==> config.mk <==
export PLATFORM = sky130hd
export DESIGN_NAME = cpuCore
export DESIGN_NICKNAME = d
export VERILOG_FILES = /design/src/rtl/coreDefsPkg.sv /design/src/rtl/regPortIf.sv /design/src/rtl/generalRegs.sv /design/src/rtl/instrDecoder.sv /design/src/rtl/aluUnit.sv /design/src/rtl/statusRegs.sv /design/src/rtl/stepSequencer.sv /design/src/rtl/cpuCore.sv
export SDC_FILE = /design/constraint.sdc
export NUM_CORES = 2
export LEC_CHECK = 0
export BUFFER_PORTS_ARGS = -buffer_cell sky130_fd_sc_hd__buf_2
export CAP_MARGIN = 20
export CORE_UTILIZATION = 45
export DETAILED_ROUTE_END_ITERATION = 12
export HOLD_SLACK_MARGIN = 0.03
export PLACE_DENSITY = 0.74
export SYNTH_ARGS = -nofsm -noshare
export SYNTH_HDL_FRONTEND = slang
export SYNTH_SLANG_ARGS = --single-unit
==> constraint.sdc <==
create_clock -name iClk -period 5.17 [get_ports iClk]
set_input_delay 1.551 -clock iClk [delete_from_list [all_inputs] [get_ports iClk]]
set_output_delay 1.551 -clock iClk [all_outputs]
set_load 0.02 [all_outputs]
==> src/rtl/coreDefsPkg.sv <==
// Core widths, instruction class, ALU operation and step enums, decoded instruction struct
package coreDefsPkg;

    localparam int dataWidth = 32;
    localparam int regAddrWidth = 4;
    localparam int numRegs = 16;
    localparam int immWidth = 20;

    typedef enum logic [3:0] {
        branch,
        memLoad,
        memStore,
        directSet,
        directOr,
        aluReg,
        aluImm,
        regMove,
        coreHalt,
        coreMode,
        illegal
    } instrClassT;

    // Codes 12 and up have no operation
    typedef enum logic [4:0] {
        opAdd = 5'd0,
        opSub = 5'd1,
        opAnd = 5'd2,
        opOr = 5'd3,
        opXor = 5'd4,
        opNot = 5'd5,
        opShl = 5'd6,
        opAsr = 5'd7,
        opLsr = 5'd8,
        opRor = 5'd9,
        opRol = 5'd10,
        opBic = 5'd11,
        opNone = 5'd12
    } aluOpT;

    typedef enum logic [2:0] {
        stepReset,
        stepFetch,
        stepDecode,
        stepExecute,
        stepMemory,
        stepWrite,
        stepSkip,
        stepHalt
    } stepT;

    typedef struct packed {
        instrClassT instrClass;
        aluOpT aluOp;
        logic [regAddrWidth-1:0] regA;
        logic [regAddrWidth-1:0] regB;
        logic [regAddrWidth-1:0] regDst;
        logic [3:0] cond;
        logic [immWidth-1:0] imm;
        logic [7:0] shortImm;
        logic [3:0] shift;
    } decodedInstT;

endpackage

==> src/rtl/regPortIf.sv <==
// Register file port bundle with core-side and register-side modports
`timescale 1ns/1ps

interface regPortIf;

    logic [coreDefsPkg::regAddrWidth-1:0] rdAddrA;
    logic [coreDefsPkg::regAddrWidth-1:0] rdAddrB;
    logic [coreDefsPkg::dataWidth-1:0] rdDataA;
    logic [coreDefsPkg::dataWidth-1:0] rdDataB;
    logic wrEn;
    logic [coreDefsPkg::regAddrWidth-1:0] wrAddr;
    logic [coreDefsPkg::dataWidth-1:0] wrData;

    modport core (
        output rdAddrA, rdAddrB, wrEn, wrAddr, wrData,
        input rdDataA, rdDataB
    );

    modport regs (
        input rdAddrA, rdAddrB, wrEn, wrAddr, wrData,
        output rdDataA, rdDataB
    );

endinterface

==> src/rtl/generalRegs.sv <==
// Sixteen general registers with two combinational read ports and one write port
`timescale 1ns/1ps

module generalRegs (
    input logic iClk,
    input logic rst,
    regPortIf.regs regs
);

    logic [coreDefsPkg::dataWidth-1:0] regFile [coreDefsPkg::numRegs];

    always_ff @(posedge iClk) begin
        if (rst) begin
            for (int i = 0; i < coreDefsPkg::numRegs; i++) begin
                regFile[i] <= '0;
            end
        end else if (regs.wrEn) begin
            regFile[regs.wrAddr] <= regs.wrData;
        end
    end

    assign regs.rdDataA = regFile[regs.rdAddrA];
    assign regs.rdDataB = regFile[regs.rdAddrB];

    // Destination index comes from the decoder, must always be resolved
    assert property (@(posedge iClk) disable iff (rst) !$isunknown(regs.wrAddr));

endmodule

==> src/rtl/instrDecoder.sv <==
// Instruction register and field decode into the decoded instruction struct
`timescale 1ns/1ps

module instrDecoder (
    input logic iClk,
    input logic rst,
    input coreDefsPkg::stepT step,
    input logic [coreDefsPkg::dataWidth-1:0] instrWord,
    output coreDefsPkg::decodedInstT decoded
);

    logic [coreDefsPkg::dataWidth-1:0] instrReg;

    always_ff @(posedge iClk) begin
        if (rst) begin
            instrReg <= '0;
        end else if (step == coreDefsPkg::stepFetch) begin
            instrReg <= instrWord;
        end
    end

    // Class is set by the position of the leading one
    always_comb begin
        decoded = '0;
        decoded.instrClass = coreDefsPkg::illegal;
        decoded.aluOp = coreDefsPkg::opNone;
        decoded.imm = instrReg[19:0];
        decoded.shortImm = instrReg[7:0];
        if (instrReg[31]) begin
            // Only the plain conditional branch form
            if (instrReg[30:28] == 3'b000) begin
                decoded.instrClass = coreDefsPkg::branch;
            end
            decoded.cond = instrReg[27:24];
            decoded.regA = instrReg[23:20];
        end else if (instrReg[30]) begin
            decoded.instrClass = instrReg[29] ? coreDefsPkg::memStore : coreDefsPkg::memLoad;
            decoded.regA = instrReg[27:24];
            decoded.regB = instrReg[23:20];
            decoded.regDst = instrReg[23:20];
        end else if (instrReg[29]) begin
            decoded.instrClass = instrReg[28] ? coreDefsPkg::directOr : coreDefsPkg::directSet;
            decoded.regA = instrReg[27:24];
            decoded.regDst = instrReg[27:24];
            decoded.shift = instrReg[23:20];
        end else if (instrReg[28]) begin
            decoded.instrClass = instrReg[27] ? coreDefsPkg::aluImm : coreDefsPkg::aluReg;
            if (instrReg[24:20] < 5'd12) begin
                decoded.aluOp = coreDefsPkg::aluOpT'(instrReg[24:20]);
            end
            decoded.regDst = instrReg[19:16];
            decoded.regA = instrReg[15:12];
            decoded.regB = instrReg[11:8];
            decoded.shift = instrReg[11:8];
        end else if (instrReg[27]) begin
            decoded.instrClass = coreDefsPkg::regMove;
            decoded.regDst = instrReg[23:20];
            decoded.regB = instrReg[19:16];
        end else if (instrReg[26]) begin
            case (instrReg[25:20])
                6'd2: decoded.instrClass = coreDefsPkg::coreHalt;
                6'd3: decoded.instrClass = coreDefsPkg::coreMode;
                default: decoded.instrClass = coreDefsPkg::illegal;
            endcase
        end
    end

endmodule

==> src/rtl/aluUnit.sv <==
// Arithmetic/logic unit with carry and overflow outputs
`timescale 1ns/1ps

module aluUnit (
    input coreDefsPkg::aluOpT op,
    input logic [coreDefsPkg::dataWidth-1:0] opA,
    input logic [coreDefsPkg::dataWidth-1:0] opB,
    input logic carryIn,
    output logic [coreDefsPkg::dataWidth-1:0] result,
    output logic carryOut,
    output logic overflow
);

    logic [coreDefsPkg::dataWidth:0] wide;
    logic [coreDefsPkg::dataWidth:0] carryExt;
    logic [4:0] rotAmt;
    logic signA, signB, signR;

    assign carryExt = {{coreDefsPkg::dataWidth{1'b0}}, carryIn};
    assign rotAmt = opB[4:0];

    // Bit 32 collects the carry or the bit shifted out on the left
    always_comb begin
        case (op)
            coreDefsPkg::opAdd: wide = {1'b0, opA} + {1'b0, opB} + carryExt;
            coreDefsPkg::opSub: wide = {1'b0, opA} - ({1'b0, opB} + carryExt);
            coreDefsPkg::opAnd: wide = {1'b0, opA & opB};
            coreDefsPkg::opOr: wide = {1'b0, opA | opB};
            coreDefsPkg::opXor: wide = {1'b0, opA ^ opB};
            coreDefsPkg::opNot: wide = {1'b0, ~opA};
            coreDefsPkg::opShl: wide = {1'b0, opA} << opB;
            coreDefsPkg::opAsr: wide = {1'b0, $signed(opA) >>> opB};
            coreDefsPkg::opLsr: wide = {1'b0, opA >> opB};
            coreDefsPkg::opRor: wide = {1'b0, (opA >> rotAmt) | (opA << (6'd32 - rotAmt))};
            coreDefsPkg::opRol: wide = {1'b0, (opA << rotAmt) | (opA >> (6'd32 - rotAmt))};
            coreDefsPkg::opBic: wide = {1'b0, opA & ~opB};
            default: wide = '0;
        endcase
    end

    assign result = wide[coreDefsPkg::dataWidth-1:0];
    assign carryOut = wide[coreDefsPkg::dataWidth];

    assign signA = opA[coreDefsPkg::dataWidth-1];
    assign signB = opB[coreDefsPkg::dataWidth-1];
    assign signR = wide[coreDefsPkg::dataWidth-1];

    always_comb begin
        case (op)
            coreDefsPkg::opAdd: overflow = (signA == signB) && (signR != signA);
            coreDefsPkg::opSub: overflow = (signA != signB) && (signR != signA);
            default: overflow = 1'b0;
        endcase
    end

endmodule

==> src/rtl/statusRegs.sv <==
// Status and mode register with flag updates and branch condition evaluation
`timescale 1ns/1ps

module statusRegs (
    input logic iClk,
    input logic rst,
    input coreDefsPkg::stepT step,
    input coreDefsPkg::decodedInstT decoded,
    input logic [coreDefsPkg::dataWidth-1:0] aluResult,
    input logic carryOut,
    input logic overflow,
    output logic carryFlag,
    output logic signExtend,
    output logic condTrue
);

    logic zeroFlag, negFlag, overFlag, flagSet;
    logic isAlu;

    assign isAlu = decoded.instrClass inside {coreDefsPkg::aluReg, coreDefsPkg::aluImm};

    always_ff @(posedge iClk) begin
        if (rst) begin
            carryFlag <= 1'b0;
            zeroFlag <= 1'b0;
            negFlag <= 1'b0;
            overFlag <= 1'b0;
            flagSet <= 1'b0;
            signExtend <= 1'b0;
        end else if (step == coreDefsPkg::stepWrite) begin
            if (isAlu && flagSet) begin
                carryFlag <= carryOut;
                zeroFlag <= (aluResult == '0);
                negFlag <= aluResult[coreDefsPkg::dataWidth-1];
                overFlag <= overflow;
            end
            if (decoded.instrClass == coreDefsPkg::coreMode) begin
                flagSet <= decoded.imm[1];
                signExtend <= decoded.imm[0];
            end
        end
    end

    always_comb begin
        condTrue = 1'b1;
        if (decoded.instrClass == coreDefsPkg::branch) begin
            case (decoded.cond)
                4'd0: condTrue = 1'b1;
                4'd1: condTrue = zeroFlag;
                4'd2: condTrue = !zeroFlag;
                4'd3: condTrue = carryFlag;
                4'd4: condTrue = !carryFlag;
                4'd5: condTrue = negFlag;
                4'd6: condTrue = !negFlag;
                4'd7: condTrue = overFlag;
                4'd8: condTrue = !overFlag;
                4'd9: condTrue = carryFlag && !zeroFlag;
                4'd10: condTrue = !carryFlag || zeroFlag;
                4'd11: condTrue = (negFlag == overFlag);
                4'd12: condTrue = (negFlag != overFlag);
                4'd13: condTrue = !zeroFlag && (negFlag == overFlag);
                4'd14: condTrue = zeroFlag || (negFlag != overFlag);
                default: condTrue = 1'b0;
            endcase
        end
    end

    // Sequencer picks write or skip from this in the memory step
    assert property (@(posedge iClk) disable iff (rst)
        step == coreDefsPkg::stepMemory |-> !$isunknown(condTrue));

endmodule

==> src/rtl/stepSequencer.sv <==
// Instruction step FSM and registered halt output
`timescale 1ns/1ps

module stepSequencer (
    input logic iClk,
    input logic rst,
    input coreDefsPkg::decodedInstT decoded,
    input logic condTrue,
    output coreDefsPkg::stepT step,
    output logic halt
);

    coreDefsPkg::stepT nextStep;
    logic isHalt;

    assign isHalt = (decoded.instrClass == coreDefsPkg::coreHalt);

    always_comb begin
        case (step)
            coreDefsPkg::stepReset: nextStep = coreDefsPkg::stepFetch;
            coreDefsPkg::stepFetch: nextStep = coreDefsPkg::stepDecode;
            coreDefsPkg::stepDecode: nextStep = coreDefsPkg::stepExecute;
            coreDefsPkg::stepExecute: nextStep = coreDefsPkg::stepMemory;
            coreDefsPkg::stepMemory:
                nextStep = condTrue ? coreDefsPkg::stepWrite : coreDefsPkg::stepSkip;
            coreDefsPkg::stepWrite, coreDefsPkg::stepSkip:
                nextStep = isHalt ? coreDefsPkg::stepHalt : coreDefsPkg::stepFetch;
            coreDefsPkg::stepHalt: nextStep = coreDefsPkg::stepHalt;
            default: nextStep = coreDefsPkg::stepReset;
        endcase
    end

    always_ff @(posedge iClk) begin
        if (rst) begin
            step <= coreDefsPkg::stepReset;
            halt <= 1'b0;
        end else begin
            step <= nextStep;
            // Rises together with entry into stepHalt
            halt <= (nextStep == coreDefsPkg::stepHalt);
        end
    end

    assert property (@(posedge iClk) disable iff (rst) !$isunknown(step));

endmodule

==> src/rtl/cpuCore.sv <==
// Multi-cycle core top level with IP, operand, memory and result registers and bus muxing
`timescale 1ns/1ps

module cpuCore (
    input logic iClk,
    input logic rst,
    output logic [coreDefsPkg::dataWidth-1:0] memAddr,
    output logic memWrite,
    output logic [coreDefsPkg::dataWidth-1:0] memWrData,
    input logic [coreDefsPkg::dataWidth-1:0] memRdData,
    output logic halt
);

    coreDefsPkg::stepT step;
    coreDefsPkg::decodedInstT decoded;
    coreDefsPkg::instrClassT instrClass;
    coreDefsPkg::aluOpT aluOp;
    logic [coreDefsPkg::dataWidth-1:0] ip, opA, opB, mdr, nextOpB;
    logic [coreDefsPkg::dataWidth-1:0] aluA, aluResult, immSext, immZext, shortZext;
    logic [coreDefsPkg::dataWidth:0] resultReg;
    logic aluCarryIn, aluCarryOut, aluOverflow;
    logic carryFlag, signExtend, condTrue;
    logic isMem, writesReg;

    regPortIf regBus ();

    generalRegs regFile (.iClk(iClk), .rst(rst), .regs(regBus.regs));

    instrDecoder decoder (
        .iClk(iClk), .rst(rst), .step(step), .instrWord(memRdData), .decoded(decoded)
    );

    stepSequencer sequencer (
        .iClk(iClk), .rst(rst), .decoded(decoded), .condTrue(condTrue),
        .step(step), .halt(halt)
    );

    // Operands hold until writeback, so the live overflow still matches resultReg
    statusRegs statusBlock (
        .iClk(iClk), .rst(rst), .step(step), .decoded(decoded),
        .aluResult(resultReg[coreDefsPkg::dataWidth-1:0]),
        .carryOut(resultReg[coreDefsPkg::dataWidth]), .overflow(aluOverflow),
        .carryFlag(carryFlag), .signExtend(signExtend), .condTrue(condTrue)
    );

    aluUnit alu (
        .op(aluOp), .opA(aluA), .opB(opB), .carryIn(aluCarryIn),
        .result(aluResult), .carryOut(aluCarryOut), .overflow(aluOverflow)
    );

    assign instrClass = decoded.instrClass;
    assign isMem = instrClass inside {coreDefsPkg::memLoad, coreDefsPkg::memStore};
    assign writesReg = instrClass inside {coreDefsPkg::memLoad, coreDefsPkg::directSet,
        coreDefsPkg::directOr, coreDefsPkg::aluReg, coreDefsPkg::aluImm, coreDefsPkg::regMove};

    assign immSext = {{(coreDefsPkg::dataWidth-coreDefsPkg::immWidth){decoded.imm[19]}},
        decoded.imm};
    assign immZext = {{(coreDefsPkg::dataWidth-coreDefsPkg::immWidth){1'b0}}, decoded.imm};
    assign shortZext = {24'h0, decoded.shortImm};

    // Operand B source, picked in decode
    always_comb begin
        case (instrClass)
            coreDefsPkg::branch: nextOpB = immSext;
            coreDefsPkg::memLoad, coreDefsPkg::memStore: nextOpB = signExtend ? immSext : immZext;
            coreDefsPkg::directSet, coreDefsPkg::directOr:
                nextOpB = immZext << {decoded.shift, 1'b0};
            coreDefsPkg::aluImm: nextOpB = shortZext << {decoded.shift, 1'b0};
            default: nextOpB = regBus.rdDataB;
        endcase
    end

    always_comb begin
        aluA = opA;
        aluCarryIn = 1'b0;
        case (instrClass)
            coreDefsPkg::branch, coreDefsPkg::memLoad, coreDefsPkg::memStore:
                aluOp = coreDefsPkg::opAdd;
            coreDefsPkg::directSet: begin
                aluOp = coreDefsPkg::opOr;
                aluA = '0;
            end
            coreDefsPkg::directOr: aluOp = coreDefsPkg::opOr;
            coreDefsPkg::aluReg, coreDefsPkg::aluImm: begin
                aluOp = decoded.aluOp;
                aluCarryIn = carryFlag;
            end
            default: aluOp = coreDefsPkg::opNone;
        endcase
    end

    always_ff @(posedge iClk) begin
        if (step == coreDefsPkg::stepDecode) begin
            opA <= regBus.rdDataA;
            opB <= nextOpB;
        end
        if (step == coreDefsPkg::stepExecute) begin
            resultReg <= {aluCarryOut, aluResult};
        end
    end

    // Store data in decode, load data in memory
    always_ff @(posedge iClk) begin
        if (step == coreDefsPkg::stepDecode) begin
            mdr <= regBus.rdDataB;
        end else if (step == coreDefsPkg::stepMemory && instrClass == coreDefsPkg::memLoad) begin
            mdr <= memRdData;
        end
    end

    always_ff @(posedge iClk) begin
        if (rst) begin
            ip <= '0;
        end else if (step == coreDefsPkg::stepWrite && instrClass == coreDefsPkg::branch) begin
            ip <= resultReg[coreDefsPkg::dataWidth-1:0];
        end else if (step == coreDefsPkg::stepWrite || step == coreDefsPkg::stepSkip) begin
            ip <= ip + 32'd1;
        end
    end

    assign regBus.rdAddrA = decoded.regA;
    assign regBus.rdAddrB = decoded.regB;
    assign regBus.wrAddr = decoded.regDst;
    assign regBus.wrEn = (step == coreDefsPkg::stepWrite) && writesReg;

    always_comb begin
        case (instrClass)
            coreDefsPkg::memLoad: regBus.wrData = mdr;
            coreDefsPkg::regMove: regBus.wrData = opB;
            default: regBus.wrData = resultReg[coreDefsPkg::dataWidth-1:0];
        endcase
    end

    always_comb begin
        if (step == coreDefsPkg::stepFetch) begin
            memAddr = ip;
        end else if (step == coreDefsPkg::stepMemory && isMem) begin
            memAddr = resultReg[coreDefsPkg::dataWidth-1:0];
        end else begin
            memAddr = '0;
        end
    end

    assign memWrite = (step == coreDefsPkg::stepMemory) && (instrClass == coreDefsPkg::memStore);
    assign memWrData = mdr;

endmodule

==> run summary <==
OUTCOME
--------------------------------------------------------------------------------------
Status .................................................................. complete, no violations

FLOORPLAN
--------------------------------------------------------------------------------------
Effective utilization at floorplan ......................................       0.4540
Core Area ............................................................... 114,300 sq um
Die X ...................................................................     341.6 um
Die Height ..............................................................     341.6 um
Overall die area ........................................................ 116,700 sq um
Number of top-level pins ................................................          100
Placement Rows ..........................................................          124

LOGIC SYNTHESIS
--------------------------------------------------------------------------------------
Register bit total from synthesis .......................................          715
Post-synthesis instance area ............................................ 51,910 sq um
Async set-reset flop share out of synthesis .............................            0
Syn_nets ................................................................        6,049
Main area contributors after synthesis .................................. sky130_fd_sc_hd__edfxtp_1 37%, sky130_fd_sc_hd__nand2_1 7.8%, sky130_fd_sc_hd__mux4_2 6.9%, sky130_fd_sc_hd__nor2_1 6.1%, sky130_fd_sc_hd__nand3_1 3.2%
Complex-gate fraction of the synthesized area ...........................       0.1750
Mux share of post-synthesis cell area ...................................       0.1197
Share of the synthesized area in the top cell type ......................       0.3708
Average cell area after synthesis .......................................  8.821 sq um
Number of enable-type register cells in the synthesized netlist .........          641
Synth Instances .........................................................        5,885
Library cell with the largest summed area after synthesis ............... sky130_fd_sc_hd__edfxtp_1
Main combinational cell family by area after synthesis .................. simple AND/OR/NAND/NOR gates
Simple-gate area share of the yosys netlist .............................       0.2168
Number of warnings printed during yosys synthesis .......................            0
Number of distinct standard cells referenced by the synthesized netlist .          106
Xor and xnor area share after synthesis .................................     0.007424
Main synth FF type ...................................................... sky130_fd_sc_hd__edfxtp_1
Sequential-to-total area share from yosys stat ..........................       0.3993
Synthesized-area fraction occupied by adder cells .......................      0.03211

FLOW RUN
--------------------------------------------------------------------------------------
Total of max-cap violations .............................................            0

ROUTE
--------------------------------------------------------------------------------------
Wire length per cell ....................................................     36.26 um
Post-route DRC ..........................................................            0
Iteration-0 DRC count of the detailed router ............................        9,251
Vias ....................................................................       53,523
Routed wire length ......................................................   277,500 um
Residual antenna-violating net count after detailed routing .............            0
DR pass1 iterations .....................................................            7
Via density per instance ................................................        6.994

PLACE
--------------------------------------------------------------------------------------
Total placed instance area .............................................. 56,760 sq um
Global placement routability congestion .................................        1.124
IO Port Bufs ............................................................           99
Final HPWL from detailed placement ......................................   198,200 um
Place WS ................................................................    -19.47 ps

WORST SETUP PATH
--------------------------------------------------------------------------------------
Crit-path max FO ........................................................           36
Setup slack of the worst register-to-register path ......................       180 ps
Instance count on the critical path .....................................           18
Logic depth of the worst register-to-register path ......................           18
Highest cell delay on the worst timing path .............................       660 ps
Critical Path Slowest Stage Cell ........................................ sky130_fd_sc_hd__or4b_2
Data arrival time of the critical path ..................................      5410 ps
Critical register-to-register path startpoint ........................... decoder.instrReg[29]
Critical Path Sink ...................................................... resultReg[24]
Critical path startpoint ................................................ decoder.instrReg[29]
Destination of the worst register-to-register timing path ............... resultReg[24]
Cells along the critical path ........................................... buf_4 > or4b_2 > buf_12 > nand2_1 > fa_1 > inv_1 > fa_1 > o21a_1 > o21ai_1 > a211oi_2 > buf_4 > nor4_1 > o41a_1 > o21bai_1 > o21ai_0 > nand2b_1 > xnor2_1 > o21ai_0
Nature of the critical path startpoint ..................................         flop
CP Data Required Time ...................................................      5590 ps
WS Path Type ............................................................ flop to flop
Critical path buffer and inverter count .................................            4
Critical path's top delay family ........................................ compound AO/OA/AOI/OAI gates
Crit. End Element .......................................................         flop

CTS
--------------------------------------------------------------------------------------
H-tree lvl count ........................................................            3
CTS clock-pin slew for the worst setup and hold paths ...................        60 ps
Number of CTS-inserted buffers ..........................................           80
Post-CTS setup buffers ..................................................            0
Clock insertion delay at the later pin of the skew report ...............       710 ps
Number of hold buffers added after cts ..................................            0
Buffer type at the clock tree root ...................................... sky130_fd_sc_hd__clkbuf_16
CTS tree ................................................................         done
Deepest clock path buffer count .........................................            3
Number of sinks driven by the clock tree ................................          715

GLOBAL ROUTING
--------------------------------------------------------------------------------------
Vias in the first global route ..........................................       49,729
Global routing usage summed across all routing layers ...................       0.4632
First-pass GRT wire length ..............................................   380,800 um
Antenna violations before repair ........................................            9
Global route overflow ...................................................            0
Maximum number of pins on one net before global-route repair ............           79

LAYOUT
--------------------------------------------------------------------------------------
Sequential Area ......................................................... 20,730 sq um
Fraction of final layout cells sized beyond drive strength 1 ............       0.1783
Area occupied by multi-input gates ...................................... 28,950 sq um
Number of fillers in the final layout ...................................       10,400
Final design area excluding fillers ..................................... 59,470 sq um
Synth-to-Final Area Change ..............................................       14.57%
Utilization after layout ................................................       0.5201
Final nets ..............................................................        6,236

TIMING
--------------------------------------------------------------------------------------
Final cycle utilization of the critical path ............................       0.9653
Setup repair after global routing missed its margin .....................          yes
Count of final setup violators ..........................................            0
Slew at the pin with the worst max-slew slack ...........................      1351 ps
Worst path setup slack after routing ....................................     179.3 ps
Hold Fails Final Rpt ....................................................            0
Layout Skew .............................................................     50.84 ps
Crit path time final ....................................................      4991 ps
Number of pins exceeding their max-slew limit in the final report .......            0
Max-slew headroom .......................................................      0.09546
Maximum achievable frequency ............................................    200.4 MHz

WORST HOLD PATH
--------------------------------------------------------------------------------------
Path type of the worst min-delay path ................................... flop to flop

POWER AND IR DROP
--------------------------------------------------------------------------------------
Power per standard cell area ............................................ 272.5 nW/um^2
Peak ir drop on the vdd network .........................................    0.2917 mV
Power after layout ......................................................     16.21 mW
Leakage power summed over all cells .....................................     22.41 nW

-- worst min path at each step --
stage | from | to | slack, ps | cells after the start
after floorplan | resultReg[32] | statusBlock.carryFlag | 450 | 2
after global placement | statusBlock.flagSet | statusBlock.flagSet | 480 | 2
after detailed placement | statusBlock.flagSet | statusBlock.flagSet | 490 | 2
after CTS | ip[31] | ip[31] | 500 | 2
after global routing | ip[31] | ip[31] | 530 | 2
final | statusBlock.flagSet | statusBlock.flagSet | 510 | 2
-- layer usage --
metal  share of wire  GRT usage  vias up
met5         0.00015          0        -
met4            0.10     0.3816        6
met3            0.13     0.1228     1227
met2            0.43     0.6910     4671
met1            0.34     0.5617    25643
li1                -          -    21976
-- power by group --
group	total, mW	internal (mW)	switching (mW)
clock	5.84	3.23	2.61
sequential	6.72	6.51	0.208
combinational	3.65	1.19	2.46
total	16.2	10.9	5.28
-- worst min-delay path: cells and delay by family (launching register included) --
family | cells | cell delay, ps
and+or+nand+nor | 1 | 80
DFF | 1 | 330
muxes | 1 | 70
-- synth_stat cells, types with 20 or more instances --
cell type / count
sky130_fd_sc_hd__a211oi_1: 82
sky130_fd_sc_hd__a21o_1: 38
sky130_fd_sc_hd__a21oi_1: 299
sky130_fd_sc_hd__a22o_1: 68
sky130_fd_sc_hd__a22oi_1: 50
sky130_fd_sc_hd__a311oi_1: 66
sky130_fd_sc_hd__a31oi_1: 93
sky130_fd_sc_hd__a32oi_1: 23
sky130_fd_sc_hd__and2_1: 63
sky130_fd_sc_hd__and3_1: 69
sky130_fd_sc_hd__buf_1: 44
sky130_fd_sc_hd__buf_2: 102
sky130_fd_sc_hd__buf_4: 20
sky130_fd_sc_hd__clkbuf_1: 327
sky130_fd_sc_hd__dfxtp_1: 74
sky130_fd_sc_hd__edfxtp_1: 641
sky130_fd_sc_hd__ha_1: 126
sky130_fd_sc_hd__inv_1: 119
sky130_fd_sc_hd__mux2_2: 89
sky130_fd_sc_hd__mux2i_1: 163
sky130_fd_sc_hd__mux4_2: 159
sky130_fd_sc_hd__nand2_1: 1079
sky130_fd_sc_hd__nand2b_1: 37
sky130_fd_sc_hd__nand3_1: 332
sky130_fd_sc_hd__nor2_1: 848
sky130_fd_sc_hd__nor3_1: 66
sky130_fd_sc_hd__nor4_1: 36
sky130_fd_sc_hd__o211ai_1: 54
sky130_fd_sc_hd__o21ai_0: 223
sky130_fd_sc_hd__o221ai_1: 20
sky130_fd_sc_hd__o22ai_1: 60
sky130_fd_sc_hd__o31ai_1: 27
sky130_fd_sc_hd__xnor2_1: 28
-- metrics by stage --
step | TNS (ps) | hold WS [ps] | cells
floorplan | 0 | 452.5 | 5885
global placement | 0 | 477.7 | 7496
detailed placement | -19.47 | 493.7 | 7498
CTS | 0 | 504.7 | 7645
global route | -3.587 | 532.1 | 7649
finish | 0 | 510.1 | 7653
-- registers in the layout, indices dropped and copies added, names as in the netlist --
signal / cells
statusBlock.zeroFlag: 1
opA: 32
statusBlock.negFlag: 1
opB: 32
decoder.instrReg: 32
sequencer.step: 3
statusBlock.overFlag: 1
resultReg: 33
sequencer.halt: 1
memWrData: 32
statusBlock.signExtend: 1
statusBlock.flagSet: 1
regFile.regFile: 512
statusBlock.carryFlag: 1
ip: 32
-- area by class of cell --
cell class / count / share of cell area
multi-input cells: 4545 / 0.4868
flip-flops and latches: 715 / 0.3486
repair buffers: 604 / 0.08052
clock buffers: 103 / 0.03545
well taps: 1512 / 0.03181
clock inverters: 44 / 0.008647
inverters: 126 / 0.007953
diodes: 4 / 0.0001683
-- logic make-up after synthesis --
group | count (synthesis)
simple gates | 2630
compound gates | 1329
flops | 715
buf+inv | 625
mux | 411
fa+ha+maj | 131
xor+xnor | 44
-- repair_timing --
item / in CTS / in global routing
resized for setup: 2 / 17
pin swaps: 0 / 1
setup endpoints to repair: 10 / 17
-- cells in the final DEF, fill, tap and decap left out, types with 54 or more instances in the layout --
| cell | instances |
|---|---|
| sky130_fd_sc_hd__nand2_1 | 1062 |
| sky130_fd_sc_hd__nor2_1 | 836 |
| sky130_fd_sc_hd__edfxtp_1 | 641 |
| sky130_fd_sc_hd__buf_4 | 465 |
| sky130_fd_sc_hd__nand3_1 | 332 |
| sky130_fd_sc_hd__a21oi_1 | 297 |
| sky130_fd_sc_hd__o21ai_0 | 219 |
| sky130_fd_sc_hd__mux2i_1 | 162 |
| sky130_fd_sc_hd__mux4_2 | 159 |
| sky130_fd_sc_hd__ha_1 | 125 |
| sky130_fd_sc_hd__inv_1 | 119 |
| sky130_fd_sc_hd__buf_2 | 98 |
| sky130_fd_sc_hd__a31oi_1 | 92 |
| sky130_fd_sc_hd__mux2_2 | 89 |
| sky130_fd_sc_hd__a211oi_1 | 81 |
| sky130_fd_sc_hd__clkbuf_16 | 80 |
| sky130_fd_sc_hd__dfxtp_1 | 71 |
| sky130_fd_sc_hd__and3_1 | 69 |
| sky130_fd_sc_hd__nor3_1 | 66 |
| sky130_fd_sc_hd__a311oi_1 | 66 |
| sky130_fd_sc_hd__and2_1 | 62 |
| sky130_fd_sc_hd__a22o_1 | 62 |
| sky130_fd_sc_hd__o22ai_1 | 60 |
| sky130_fd_sc_hd__o211ai_1 | 54 |
Power figures use the tool's default switching activity.
